File: config.mk
export PLATFORM = sky130hd
export DESIGN_NAME = ooo_core_top
export DESIGN_NICKNAME = d
export VERILOG_FILES = /design/src/hw/rv_ops_pkg.sv /design/src/hw/rob_pkg.sv /design/src/hw/reorder_buffer.sv /design/src/hw/alu_unit.sv /design/src/hw/mem_unit.sv /design/src/hw/cdb_arbiter.sv /design/src/hw/ooo_core_top.sv
export SDC_FILE = /design/constraint.sdc
export NUM_CORES = 2
export LEC_CHECK = 0
export CAP_MARGIN = 20
export CORE_MARGIN = 1.5
export CORE_UTILIZATION = 25
export CTS_BUF_LIST = sky130_fd_sc_hd__clkbuf_16
export CTS_CLUSTER_SIZE = 24
export DETAILED_ROUTE_END_ITERATION = 6
export DONT_BUFFER_PORTS = 1
export GPL_TIMING_DRIVEN = 0
export PLACE_DENSITY_LB_ADDON = 0.1
export SLEW_MARGIN = 30
export SYNTH_ARGS = -nofsm -noshare
export SYNTH_HDL_FRONTEND = slang
export SYNTH_SLANG_ARGS = --single-unit
export TNS_END_PERCENT = 100
File: constraint.sdc
create_clock -name clk -period 10.8 [get_ports clk]
set_clock_uncertainty 0.2 [all_clocks]
set_input_delay 2.16 -clock clk [delete_from_list [all_inputs] [get_ports clk]]
set_output_delay 2.16 -clock clk [all_outputs]
set_load 0.03 [all_outputs]
File: src/hw/rv_ops_pkg.sv
package rv_ops_pkg;

    typedef enum logic [3:0] {
        OP_ADD = 4'h0,
        OP_SUB = 4'h1,
        OP_AND = 4'h2,
        OP_OR  = 4'h3,
        OP_XOR = 4'h4,
        OP_SLT = 4'h5,
        OP_LUI = 4'h6,
        OP_BEQ = 4'h7,
        OP_BNE = 4'h8,
        OP_BLT = 4'h9,
        OP_LW  = 4'ha,
        OP_SW  = 4'hb
    } op_t;

    typedef enum logic [1:0] {
        UNIT_NONE = 2'd0,
        UNIT_ALU  = 2'd1,
        UNIT_MEM  = 2'd2
    } unit_t;

    function automatic unit_t op_unit(op_t op);
        case (op)
            OP_LUI:       return UNIT_NONE;
            OP_LW, OP_SW: return UNIT_MEM;
            default:      return UNIT_ALU;
        endcase
    endfunction

    function automatic logic is_branch(op_t op);
        return op inside {OP_BEQ, OP_BNE, OP_BLT};
    endfunction

    // Register-register ops that also exist in immediate form
    function automatic logic has_imm_form(op_t op);
        return op inside {OP_ADD, OP_AND, OP_OR, OP_XOR, OP_SLT};
    endfunction

endpackage

File: src/hw/rob_pkg.sv
package rob_pkg;

    localparam int ROB_DEPTH = 8;
    localparam int MEM_WORDS = 64;

    typedef logic [$clog2(ROB_DEPTH)-1:0] rob_tag_t;

    // Occupancy, one bit wider than a tag
    typedef logic [$clog2(ROB_DEPTH):0] rob_cnt_t;

    typedef logic [31:0] word_t;

    typedef logic [4:0] reg_idx_t;

    // Word index into data memory
    typedef logic [$clog2(MEM_WORDS)-1:0] mem_idx_t;

    typedef enum logic [1:0] {
        ST_EMPTY       = 2'd0,
        ST_WAIT        = 2'd1,
        ST_STORE_READY = 2'd2,
        ST_DONE        = 2'd3
    } rob_state_t;

endpackage

File: src/hw/reorder_buffer.sv
`timescale 1ns/1ps

module reorder_buffer
    import rv_ops_pkg::*;
    import rob_pkg::*;
(
    input  logic     clk,
    input  logic     rst,
    input  logic     dispatch,
    input  op_t      op,
    input  logic     use_imm,
    input  reg_idx_t rd,
    input  word_t    src1,
    input  word_t    src2,
    input  word_t    imm,
    input  word_t    pc,
    input  logic     alu_ready,
    input  logic     mem_ready,
    input  logic     cdb_valid,
    input  rob_tag_t cdb_tag,
    input  word_t    cdb_value,
    input  logic     cdb_store,
    output logic     rob_full,
    output logic     alu_issue,
    output op_t      alu_op,
    output word_t    alu_a,
    output word_t    alu_b,
    output rob_tag_t alu_tag,
    output logic     mem_issue,
    output logic     mem_is_store,
    output word_t    mem_addr,
    output word_t    mem_data,
    output rob_tag_t mem_tag,
    output logic     ls_commit,
    output rob_tag_t ls_tag,
    output logic     commit,
    output rob_tag_t commit_tag,
    output reg_idx_t commit_rd,
    output word_t    commit_value,
    output logic     branch_taken,
    output word_t    branch_pc
);

    op_t        e_op    [ROB_DEPTH];
    reg_idx_t   e_rd    [ROB_DEPTH];
    word_t      e_a     [ROB_DEPTH];
    word_t      e_b     [ROB_DEPTH];
    word_t      e_val   [ROB_DEPTH];
    logic       e_taken [ROB_DEPTH];
    rob_state_t e_state [ROB_DEPTH];

    rob_tag_t head;
    rob_tag_t iss_ptr;
    rob_tag_t tail;
    rob_cnt_t count;
    rob_cnt_t iss_cnt;

    logic  accept;
    logic  iss_pend;
    logic  iss_fire;
    op_t   iss_op;
    unit_t iss_unit;
    op_t   head_op;
    logic  head_ready;
    logic  head_no_rd;

    assign rob_full = (count == rob_cnt_t'(ROB_DEPTH));
    assign accept   = dispatch && !rob_full;

    // In-order issue from the issue pointer
    assign iss_op   = e_op[iss_ptr];
    assign iss_unit = op_unit(iss_op);
    assign iss_pend = (iss_cnt != '0);

    assign alu_issue = iss_pend && (iss_unit == UNIT_ALU) && alu_ready;
    assign mem_issue = iss_pend && (iss_unit == UNIT_MEM) && mem_ready;
    // LUI has no unit and is stepped over
    assign iss_fire  = alu_issue || mem_issue || (iss_pend && (iss_unit == UNIT_NONE));

    assign alu_op  = iss_op;
    assign alu_a   = e_a[iss_ptr];
    assign alu_b   = e_b[iss_ptr];
    assign alu_tag = iss_ptr;

    // Memory ops keep their offset in the value field until write-back
    assign mem_is_store = (iss_op == OP_SW);
    assign mem_addr     = e_a[iss_ptr] + e_val[iss_ptr];
    assign mem_data     = e_b[iss_ptr];
    assign mem_tag      = iss_ptr;

    assign head_op    = e_op[head];
    assign head_ready = (e_state[head] == ST_DONE) || (e_state[head] == ST_STORE_READY);
    assign head_no_rd = is_branch(head_op) || (head_op == OP_SW);

    always_ff @(posedge clk) begin
        if (!rst) begin
            head         <= '0;
            iss_ptr      <= '0;
            tail         <= '0;
            count        <= '0;
            iss_cnt      <= '0;
            commit       <= 1'b0;
            branch_taken <= 1'b0;
            ls_commit    <= 1'b0;
            for (int i = 0; i < ROB_DEPTH; i++) begin
                e_state[i] <= ST_EMPTY;
            end
        end else begin
            if (cdb_valid) begin
                e_state[cdb_tag] <= cdb_store ? ST_STORE_READY : ST_DONE;
            end
            if (head_ready) begin
                e_state[head] <= ST_EMPTY;
                head          <= head + 1'b1;
            end
            if (accept) begin
                e_state[tail] <= (op == OP_LUI) ? ST_DONE : ST_WAIT;
                tail          <= tail + 1'b1;
            end
            if (iss_fire) begin
                iss_ptr <= iss_ptr + 1'b1;
            end
            count   <= count + rob_cnt_t'(accept) - rob_cnt_t'(head_ready);
            iss_cnt <= iss_cnt + rob_cnt_t'(accept) - rob_cnt_t'(iss_fire);

            commit       <= head_ready;
            branch_taken <= head_ready && is_branch(head_op) && e_taken[head];
            ls_commit    <= head_ready && (e_state[head] == ST_STORE_READY);
        end
    end

    always_ff @(posedge clk) begin
        if (accept) begin
            e_op[tail]    <= op;
            e_rd[tail]    <= rd;
            e_a[tail]     <= src1;
            e_b[tail]     <= (use_imm && has_imm_form(op)) ? imm : src2;
            e_taken[tail] <= 1'b0;
            if (is_branch(op)) begin
                e_val[tail] <= pc + imm;
            end else begin
                e_val[tail] <= imm;
            end
        end
        if (cdb_valid) begin
            // Branch target was fixed at dispatch, only the outcome arrives
            if (is_branch(e_op[cdb_tag])) begin
                e_taken[cdb_tag] <= cdb_value[0];
            end else begin
                e_val[cdb_tag] <= cdb_value;
            end
        end
        if (head_ready) begin
            commit_tag   <= head;
            commit_rd    <= head_no_rd ? '0 : e_rd[head];
            commit_value <= head_no_rd ? '0 : e_val[head];
            branch_pc    <= e_val[head];
            ls_tag       <= head;
        end
    end

    a_cdb_hits_waiting: assert property (@(posedge clk) disable iff (!rst)
        cdb_valid |-> (e_state[cdb_tag] == ST_WAIT))
        else $error("result bus wrote entry %0d which was not waiting", cdb_tag);

    a_issue_waiting: assert property (@(posedge clk) disable iff (!rst)
        (alu_issue || mem_issue) |-> (e_state[iss_ptr] == ST_WAIT))
        else $error("issue from entry %0d which was not waiting", iss_ptr);

endmodule

File: src/hw/alu_unit.sv
`timescale 1ns/1ps

module alu_unit
    import rv_ops_pkg::*;
    import rob_pkg::*;
(
    input  logic     clk,
    input  logic     rst,
    input  logic     alu_issue,
    input  op_t      alu_op,
    input  word_t    alu_a,
    input  word_t    alu_b,
    input  rob_tag_t alu_tag,
    input  logic     alu_grant,
    output logic     alu_ready,
    output logic     alu_req,
    output word_t    alu_value,
    output rob_tag_t alu_tag_out
);

    word_t result;

    // Free again once the held result goes out on the bus
    assign alu_ready = !alu_req || alu_grant;

    always_comb begin
        case (alu_op)
            OP_ADD:  result = alu_a + alu_b;
            OP_SUB:  result = alu_a - alu_b;
            OP_AND:  result = alu_a & alu_b;
            OP_OR:   result = alu_a | alu_b;
            OP_XOR:  result = alu_a ^ alu_b;
            OP_SLT:  result = word_t'($signed(alu_a) < $signed(alu_b));
            // Branches return only the taken flag
            OP_BEQ:  result = word_t'(alu_a == alu_b);
            OP_BNE:  result = word_t'(alu_a != alu_b);
            OP_BLT:  result = word_t'($signed(alu_a) < $signed(alu_b));
            default: result = '0;
        endcase
    end

    always_ff @(posedge clk) begin
        if (!rst) begin
            alu_req <= 1'b0;
        end else if (alu_issue) begin
            alu_req <= 1'b1;
        end else if (alu_grant) begin
            alu_req <= 1'b0;
        end
    end

    always_ff @(posedge clk) begin
        if (alu_issue) begin
            alu_value   <= result;
            alu_tag_out <= alu_tag;
        end
    end

    a_no_overwrite: assert property (@(posedge clk) disable iff (!rst)
        alu_issue |-> (!alu_req || alu_grant))
        else $error("ALU issued while result for tag %0d still waits", alu_tag_out);

endmodule

File: src/hw/mem_unit.sv
`timescale 1ns/1ps

module mem_unit
    import rob_pkg::*;
(
    input  logic     clk,
    input  logic     rst,
    input  logic     mem_issue,
    input  logic     mem_is_store,
    input  word_t    mem_addr,
    input  word_t    mem_data,
    input  rob_tag_t mem_tag,
    input  logic     mem_grant,
    input  logic     ls_commit,
    input  rob_tag_t ls_tag,
    output logic     mem_ready,
    output logic     mem_req,
    output word_t    mem_value,
    output rob_tag_t mem_tag_out,
    output logic     mem_store_flag
);

    typedef enum logic [1:0] {
        MEM_IDLE,
        MEM_WAIT,
        MEM_RESP
    } mem_state_t;

    mem_state_t           state;
    logic [1:0]           lat_cnt;
    logic [ROB_DEPTH-1:0] sb_valid;
    mem_idx_t             sb_addr [ROB_DEPTH];
    word_t                sb_data [ROB_DEPTH];
    word_t                mem_q   [MEM_WORDS];
    mem_idx_t             req_idx;

    assign req_idx = mem_idx_t'(mem_addr >> 2);
    assign mem_req = (state == MEM_RESP);

    // A load waits until every buffered store has reached memory
    assign mem_ready = (state == MEM_IDLE) && (mem_is_store || (sb_valid == '0));

    always_ff @(posedge clk) begin
        if (!rst) begin
            state    <= MEM_IDLE;
            lat_cnt  <= '0;
            sb_valid <= '0;
        end else begin
            if (ls_commit) begin
                sb_valid[ls_tag] <= 1'b0;
            end
            if (mem_issue && mem_is_store) begin
                sb_valid[mem_tag] <= 1'b1;
            end
            case (state)
                MEM_IDLE: begin
                    if (mem_issue) begin
                        lat_cnt <= mem_addr[3:2];
                        // Load latency grows with the word offset in the line
                        if (mem_is_store || (mem_addr[3:2] == 2'd0)) begin
                            state <= MEM_RESP;
                        end else begin
                            state <= MEM_WAIT;
                        end
                    end
                end
                MEM_WAIT: begin
                    if (lat_cnt == 2'd1) begin
                        state <= MEM_RESP;
                    end else begin
                        lat_cnt <= lat_cnt - 1'b1;
                    end
                end
                MEM_RESP: begin
                    if (mem_grant) begin
                        state <= MEM_IDLE;
                    end
                end
                default: state <= MEM_IDLE;
            endcase
        end
    end

    always_ff @(posedge clk) begin
        if (ls_commit) begin
            mem_q[sb_addr[ls_tag]] <= sb_data[ls_tag];
        end
        if (mem_issue) begin
            mem_tag_out    <= mem_tag;
            mem_store_flag <= mem_is_store;
            if (mem_is_store) begin
                sb_addr[mem_tag] <= req_idx;
                sb_data[mem_tag] <= mem_data;
                mem_value        <= mem_data;
            end else begin
                mem_value <= mem_q[req_idx];
            end
        end
    end

    a_commit_valid_slot: assert property (@(posedge clk) disable iff (!rst)
        ls_commit |-> sb_valid[ls_tag])
        else $error("store release for tag %0d with no buffered store", ls_tag);

endmodule

File: src/hw/cdb_arbiter.sv
`timescale 1ns/1ps

module cdb_arbiter
    import rob_pkg::*;
(
    input  logic     alu_req,
    input  word_t    alu_value,
    input  rob_tag_t alu_tag_out,
    input  logic     mem_req,
    input  word_t    mem_value,
    input  rob_tag_t mem_tag_out,
    input  logic     mem_store_flag,
    output logic     alu_grant,
    output logic     mem_grant,
    output logic     cdb_valid,
    output rob_tag_t cdb_tag,
    output word_t    cdb_value,
    output logic     cdb_store
);

    // Memory unit always wins
    always_comb begin
        mem_grant = mem_req;
        alu_grant = alu_req && !mem_req;
        cdb_valid = mem_req || alu_req;
        if (mem_req) begin
            cdb_tag   = mem_tag_out;
            cdb_value = mem_value;
            cdb_store = mem_store_flag;
        end else begin
            cdb_tag   = alu_tag_out;
            cdb_value = alu_value;
            cdb_store = 1'b0;
        end
    end

    always_comb begin
        a_one_grant: assert (!(alu_grant && mem_grant))
            else $error("both units granted the result bus");
    end

endmodule

File: src/hw/ooo_core_top.sv
`timescale 1ns/1ps

module ooo_core_top
    import rv_ops_pkg::*;
    import rob_pkg::*;
(
    input  logic     clk,
    input  logic     rst,
    input  logic     dispatch,
    input  op_t      op,
    input  logic     use_imm,
    input  reg_idx_t rd,
    input  word_t    src1,
    input  word_t    src2,
    input  word_t    imm,
    input  word_t    pc,
    output logic     rob_full,
    output logic     commit,
    output rob_tag_t commit_tag,
    output reg_idx_t commit_rd,
    output word_t    commit_value,
    output logic     branch_taken,
    output word_t    branch_pc
);

    logic     alu_issue;
    op_t      alu_op;
    word_t    alu_a;
    word_t    alu_b;
    rob_tag_t alu_tag;
    logic     alu_ready;
    logic     alu_req;
    word_t    alu_value;
    rob_tag_t alu_tag_out;
    logic     alu_grant;

    logic     mem_issue;
    logic     mem_is_store;
    word_t    mem_addr;
    word_t    mem_data;
    rob_tag_t mem_tag;
    logic     mem_ready;
    logic     mem_req;
    word_t    mem_value;
    rob_tag_t mem_tag_out;
    logic     mem_store_flag;
    logic     mem_grant;

    logic     cdb_valid;
    rob_tag_t cdb_tag;
    word_t    cdb_value;
    logic     cdb_store;
    logic     ls_commit;
    rob_tag_t ls_tag;

    reorder_buffer u_rob (
        .clk          (clk),
        .rst          (rst),
        .dispatch     (dispatch),
        .op           (op),
        .use_imm      (use_imm),
        .rd           (rd),
        .src1         (src1),
        .src2         (src2),
        .imm          (imm),
        .pc           (pc),
        .alu_ready    (alu_ready),
        .mem_ready    (mem_ready),
        .cdb_valid    (cdb_valid),
        .cdb_tag      (cdb_tag),
        .cdb_value    (cdb_value),
        .cdb_store    (cdb_store),
        .rob_full     (rob_full),
        .alu_issue    (alu_issue),
        .alu_op       (alu_op),
        .alu_a        (alu_a),
        .alu_b        (alu_b),
        .alu_tag      (alu_tag),
        .mem_issue    (mem_issue),
        .mem_is_store (mem_is_store),
        .mem_addr     (mem_addr),
        .mem_data     (mem_data),
        .mem_tag      (mem_tag),
        .ls_commit    (ls_commit),
        .ls_tag       (ls_tag),
        .commit       (commit),
        .commit_tag   (commit_tag),
        .commit_rd    (commit_rd),
        .commit_value (commit_value),
        .branch_taken (branch_taken),
        .branch_pc    (branch_pc)
    );

    alu_unit u_alu (
        .clk         (clk),
        .rst         (rst),
        .alu_issue   (alu_issue),
        .alu_op      (alu_op),
        .alu_a       (alu_a),
        .alu_b       (alu_b),
        .alu_tag     (alu_tag),
        .alu_grant   (alu_grant),
        .alu_ready   (alu_ready),
        .alu_req     (alu_req),
        .alu_value   (alu_value),
        .alu_tag_out (alu_tag_out)
    );

    mem_unit u_mem (
        .clk            (clk),
        .rst            (rst),
        .mem_issue      (mem_issue),
        .mem_is_store   (mem_is_store),
        .mem_addr       (mem_addr),
        .mem_data       (mem_data),
        .mem_tag        (mem_tag),
        .mem_grant      (mem_grant),
        .ls_commit      (ls_commit),
        .ls_tag         (ls_tag),
        .mem_ready      (mem_ready),
        .mem_req        (mem_req),
        .mem_value      (mem_value),
        .mem_tag_out    (mem_tag_out),
        .mem_store_flag (mem_store_flag)
    );

    cdb_arbiter u_arb (
        .alu_req        (alu_req),
        .alu_value      (alu_value),
        .alu_tag_out    (alu_tag_out),
        .mem_req        (mem_req),
        .mem_value      (mem_value),
        .mem_tag_out    (mem_tag_out),
        .mem_store_flag (mem_store_flag),
        .alu_grant      (alu_grant),
        .mem_grant      (mem_grant),
        .cdb_valid      (cdb_valid),
        .cdb_tag        (cdb_tag),
        .cdb_value      (cdb_value),
        .cdb_store      (cdb_store)
    );

endmodule

# After elaboration in Yosys (flattened, before gate mapping)
# Memories as Yosys holds them, arrays and structs flattened. A register that Yosys moved wholly into a read port is not among the register bits.
# Cells that the tools add are included.
word_totals:
  reg_bits: 171
  ramBits: 3216
  input_bits: 141
  output_inout_bits: 75
  word_cells: 220
  n_memories: 10
classes:
  n_addsub: 12
  magnitude_cmp: 5
  n_eq_ne: 39
  muxes: 81
  bitwise_logic: 7
  reduce_logical: 46
memory_table:
  columns: ["name", "words", "width", "rd", "rd_clocked_by_memory_dff", "write_ports", "line_no", "source"]
  rows:
  - ["u_mem.mem_q", 64, 32, 1, 0, 1, "mem_unit.sv:34", "word_t mem_q [MEM_WORDS];"]
  - ["u_mem.sb_data", 8, 32, 1, 1, 1, "mem_unit.sv:33", "word_t sb_data [ROB_DEPTH];"]
  - ["u_rob.e_a", 8, 32, 1, 1, 1, "reorder_buffer.sv:46", "word_t e_a [ROB_DEPTH];"]
  - ["u_rob.e_b", 8, 32, 1, 1, 1, "reorder_buffer.sv:47", "word_t e_b [ROB_DEPTH];"]
  - ["u_rob.e_val", 8, 32, 2, 2, 2, "reorder_buffer.sv:48", "word_t e_val [ROB_DEPTH];"]
  - ["u_mem.sb_addr", 8, 6, 1, 1, 1, "mem_unit.sv:32", "mem_idx_t sb_addr [ROB_DEPTH];"]
  - ["+4 memories", null, null, null, null, null, null, null]
ops:
  columns: ["op", "n"]
  rows:
  - ["32-bit case mux with 8 select lines", 1]
  - ["32-bit two-way mux", 4]
  - ["3-bit two-way mux", 22]
  - ["32-bit adder", 2]
  - ["4-bit == test, second input constant", 12]
  - ["4-bit by 3-bit == test with 1-bit output, second input constant", 10]
  - ["1-bit two-way mux", 37]
  - ["32-bit AND", 1]
  - ["32-bit == test", 1]
  - ["32-bit less-than comparator", 1]
  - ["32-bit != test", 1]
  - ["32-bit OR", 1]
  - ["32-bit subtractor", 1]
  - ["32-bit XOR", 1]
  - ["8-bit two-way mux", 3]
  - ["2-bit two-way mux", 9]
  - ["4-bit by 2-bit == test with 1-bit output, second input constant", 4]
  - ["1-bit logical AND", 15]
  - ["2-bit case mux with 2 select lines", 3]
  - ["2-bit OR reduction", 5]
  - ["3-bit by 1-bit adder with 3-bit output, second input constant", 3]
  - ["3-bit nonzero test", 3]
  - ["4-bit by 1-bit adder with 4-bit output", 2]
  - ["8-bit adder", 1]
  - ["24 further kinds", 47]

# Depth between registers and ports, before layout
logic_depth:
  ltp_word: 10
  depth_mapped: 23
  mapped_depth_nobuf: 17

# Cells and area by module
# A second synthesis with hierarchy kept.
hier_totals:
  hier_cells: 7999
  area_unflattened_um2: 145428.2
by_module_without_submodules:
  columns: ["module", "n_inst", "cells_each", "area_per_inst_um2", "seq_area_each_um2"]
  rows:
  - ["mem_unit", 1, 4350, 91846.8, 71949.0]
  - ["reorder_buffer", 1, 2735, 46525.9, 28547.4]
  - ["alu_unit", 1, 871, 6532.5, 1071.0]
  - ["cdb_arbiter", 1, 43, 523.0, 0.0]

# Least setup slack after synthesis
# OpenSTA, ideal clock, no wires.
synth_timing:
  path_kind: "flip-flop to flip-flop"
  from: "reg with a tool-made name"
  to: "mem u_mem.sb_addr[2][0] (netlist name), enable pin"
  setup_time_ns: 0.546
  arrival_time_ns: 6.365
  required_time_ns: 10.054
  slack_ns: 3.690
  path_stages_with_launch: 10
  path_buffers: 3
  synth_period_minus_slack_ns: 7.110
  cell_sequence: "dfxtp_1 buf_4 buf_4 mux4_2 mux2i_1 nand2b_1 nor3_1 buf_2 nand2_1 nor4b_1"
synth_rtl:
  columns: ["element", "line_no"]
  rows:
  - ["end, declared", "mem_unit.sv:32"]

==> results.md <==
* Cell variety after synth at 80
* Grt total ovfl at 0
* Antenna viol nets, final at 0
* Gate Count Post-Synth at between 7000 and 8000
* Final core utilization at between 30% and 40%
* Critical Path RT at around 11 ns
* Multiplexer share of the synthesized area at 17.24%
* Post-synthesis register bit count at approximately 3400
* Residual DRC count at 0
* Vias per inst at 4.617
* Flop2flop setup slack at a little over 0.9 ns
* Area growth syn-to-layout at 20.28%
* Final setup vio count at 0
* Slew HR at between 20 and 25%
* DP Cell Count at 15180
* Num Clock Sinks at ~3400
* Area occupied by multi-input gates at approximately 38000 um^2
* Endpoints failing hold at 0
* FF-to-FF path depth at 22
* Initial Utilization at between 20% and 30%
* TritonCTS clock tree: yes
* CP Class: flip-flop to flip-flop
* Clock period minus worst slack at roughly 9.9 ns
* CP Cell Sequence: buf_6, clkdlybuf4s15_1, clkdlybuf4s15_1, clkbuf_1, mux4_2, mux2i_1, inv_1, ha_1, inv_1, o31a_4, nor2_1, nor2_1, xnor2_2, buf_2, buf_2, buf_2, mux4_2, mux2i_1, mux2i_1, o21ai_1, a21oi_4, a211o_1
* Cell Rows at between 200 and 300
* Core area at 560900 um^2
* Worst Tran Pin Value at between 1 and 1.5 ns
* Sequential cell area fraction in the yosys report at between 70% and 80%
* Vias in the first global route at 77330
* Via count at 73580
* Worst Setup End Kind: flip-flop
* Post-synthesis compound-gate area fraction at ~3.4%
* Worst setup margin at around 0.91 ns
* Post-Layout Cell Count at roughly 16000
* Synth top area cells: edfxtp_1, mux4_2, mux2i_1
* Hold path depth at 1
* F_max at around 0.10 GHz
* CTS clk-pin slew, worst paths at 0.06 ns
* Post-synth top flop: edfxtp_1
* # hold bufs at CTS at 0
* First-pass GRT wire length at ~650 mm
* Synth Warn # at 0
* WP data arrival at a little over 10 ns
* Share of layout cells above drive strength 1 at around a quarter
* Mapped Area at ~140000 um^2
* Gr usage total at roughly 16%
* Initial antenna violation count at 31
* Largest family of logic cells by synthesized area: multiplexers
* Adder-Cell Fraction of Synth Area at ~1.4%
* Worst setup path endpoint: u_mem.mem_value[12]$_DFFE_PP_
* Simple-gate share of the synthesized area at under 10%
* Top cell types by occurrence after synthesis: edfxtp_1, mux4_2, nand2_1, mux2i_1, a21oi_1
* Crit-path max cell delay at between 0.7 and 0.8 ns
* # fillers at approximately 55000
* Dpl ws at -0.03413 ns
* Die area at between 500000 and 600000 um^2
* IO Count at between 200 and 250
* Post-synth ARST share at 0%
* Nets@finish at around 8400
* Routability Congestion at 0.8389
* Max-Cap Viols at 0
* Half-perimeter wire length after placement at 340.6 mm
* H-tree depth at 5
* I/O Buffers at 0
* Critical path's slowest cell: clkdlybuf4s15_1
* DR WL/cell at roughly 30 um
* HP Class: flip-flop to flip-flop
* CTS buffer count at slightly above 400
* Final instance area at 169300 um^2
* Clk Latency, worst-skew pair at between 1 and 1.5 ns
* Max-slew violations at 0
* CTS max path bufs at 4
* Routed wire length at roughly 470 mm
* Status: finished clean
* Root Buffer: clkbuf_16
* Top cell type's share of synthesized area at a little under three quarters
* Post-synth EDFFs at around 3400
* Die Wd at around 750 um
* Unrepaired setup endpoints after global routing: no
* Initial DRC count at approximately 6100
* Reg area at 101600 um^2
* Pin count of the biggest net entering global routing at 65
* Synth Area in XOR/XNOR at less than 1%
* Post-Syn Nets at 7754
* Dpl cell area at approximately 160000 um^2
* Startpoint types: flip-flop
* Die Y at around 750 um
* Yosys top cell by area: edfxtp_1
* Max FO, Critical Path at 17
* Worst r2r dst: u_mem.mem_value[12]$_DFFE_PP_
* Count leader, synth: edfxtp_1
* Post-synthesis average cell area at between 15 and 20 um^2
* DR pass1 iterations at 6
* Part of the cycle the worst path needs at between 90% and 100%
-- logic make-up (layout without fill, tap and decap cells) --
family          after synthesis  after routing
xor+xnor                     54             54
compound gates              763            763
simple gates               1161           1161
other cells                   0             25
mux                        1376           1376
flops                      3401           3401
fa+ha+maj                   156            156
buf+inv                     546           1521
-- worst min-delay path by stage --
stage / from / endpoint / slack (ns)
3_3_place_gp: u_mem.state[1]$_SDFFE_PN0P_ / u_mem.state[1]$_SDFFE_PN0P_ / 0.25
6_report: u_mem.state[1]$_SDFFE_PN0P_ / u_mem.state[1]$_SDFFE_PN0P_ / 0.27
4_1_cts: u_mem.state[1]$_SDFFE_PN0P_ / u_mem.state[1]$_SDFFE_PN0P_ / 0.27
2_1_floorplan: u_rob.alu_tag[2]$_SDFFE_PN0N_ / u_alu.alu_tag_out[2]$_DFFE_PP_ / 0.22
5_1_grt: u_mem.state[1]$_SDFFE_PN0P_ / u_mem.state[1]$_SDFFE_PN0P_ / 0.30
3_5_place_dp: u_rob.head[0]$_SDFFE_PN0N_ / u_rob.ls_tag[0]$_DFFE_PN_ / 0.26
-- cell type report --
cell class | count | area share, %
tap | 7479 | 5.528
buffer | 408 | 1.129
timing repair buffer | 240 | 2.989
clock inverter | 326 | 1.370
sequential | 3401 | 60.04
inverter | 137 | 0.3452
antenna | 25 | 0.03696
clock buffer | 410 | 6.061
multi-input combinational | 3510 | 22.50
-- cells in the final DEF (no fill, tap or decap), types with 112 or more instances in the layout --
master     instances
edfxtp_1        3351
buf_16           134
clkbuf_1         146
nor2_1           234
inv_1            221
ha_1             151
clkbuf_16        410
mux2i_1          369
mux4_2           822
nand2_1          444
buf_2            180
mux2_2           115
a21oi_1          283
clkinv_1         112
-- metal layers --
metal  vias up  GRT usage [%]  wire (um)
met3       522          2.341      21270
met1     39580          21.94     208600
li1      31660              -          -
met2      1821          27.61     230000
met4         0          4.122      13190
met5         -              0          0
-- worst max-delay path: cells and delay by family (launching register included) --
| kind | cells | cell delay, ns |
|---|---|---|
| AOI/OAI and AO/OA | 4 | 1.26 |
| DFF | 1 | 0.32 |
| muxes | 5 | 2.15 |
| buffers and inverters | 9 | 4.43 |
| xor gates and xnor gates | 1 | 0.59 |
| and+or+nand+nor | 2 | 0.17 |
| adders and majority gates | 1 | 0.36 |
-- sequential cells by signal, summed over array words and instances, names as in the netlist, 40 cells and up, named ones only --
| name | cells |
|---|---|
| u_mem.sb_data | 256 |
| u_rob.e_b | 256 |
| u_rob.e_rd | 40 |
| u_mem.sb_addr | 48 |
| u_rob.e_val | 256 |
| u_mem.mem_q | 2048 |
| u_rob.e_a | 256 |
-- per-stage QoR --
stage               hold WS [ns]  setup TNS, ns
finish                    0.2660              0
global route              0.3002              0
CTS                       0.2706              0
detailed placement        0.2554       -0.05122
global placement          0.2486        -228.21
floorplan                 0.2237              0
-- what timing repair did --
item | in CTS | in global routing
resized for setup | 1 | 4
setup endpoints to repair | 3 | 8
cloned | 0 | 0
setup buffers | 0 | 0
Power is not shown: default switching activity piles up to over one toggle a cycle in this logic, so the estimate is an artifact.
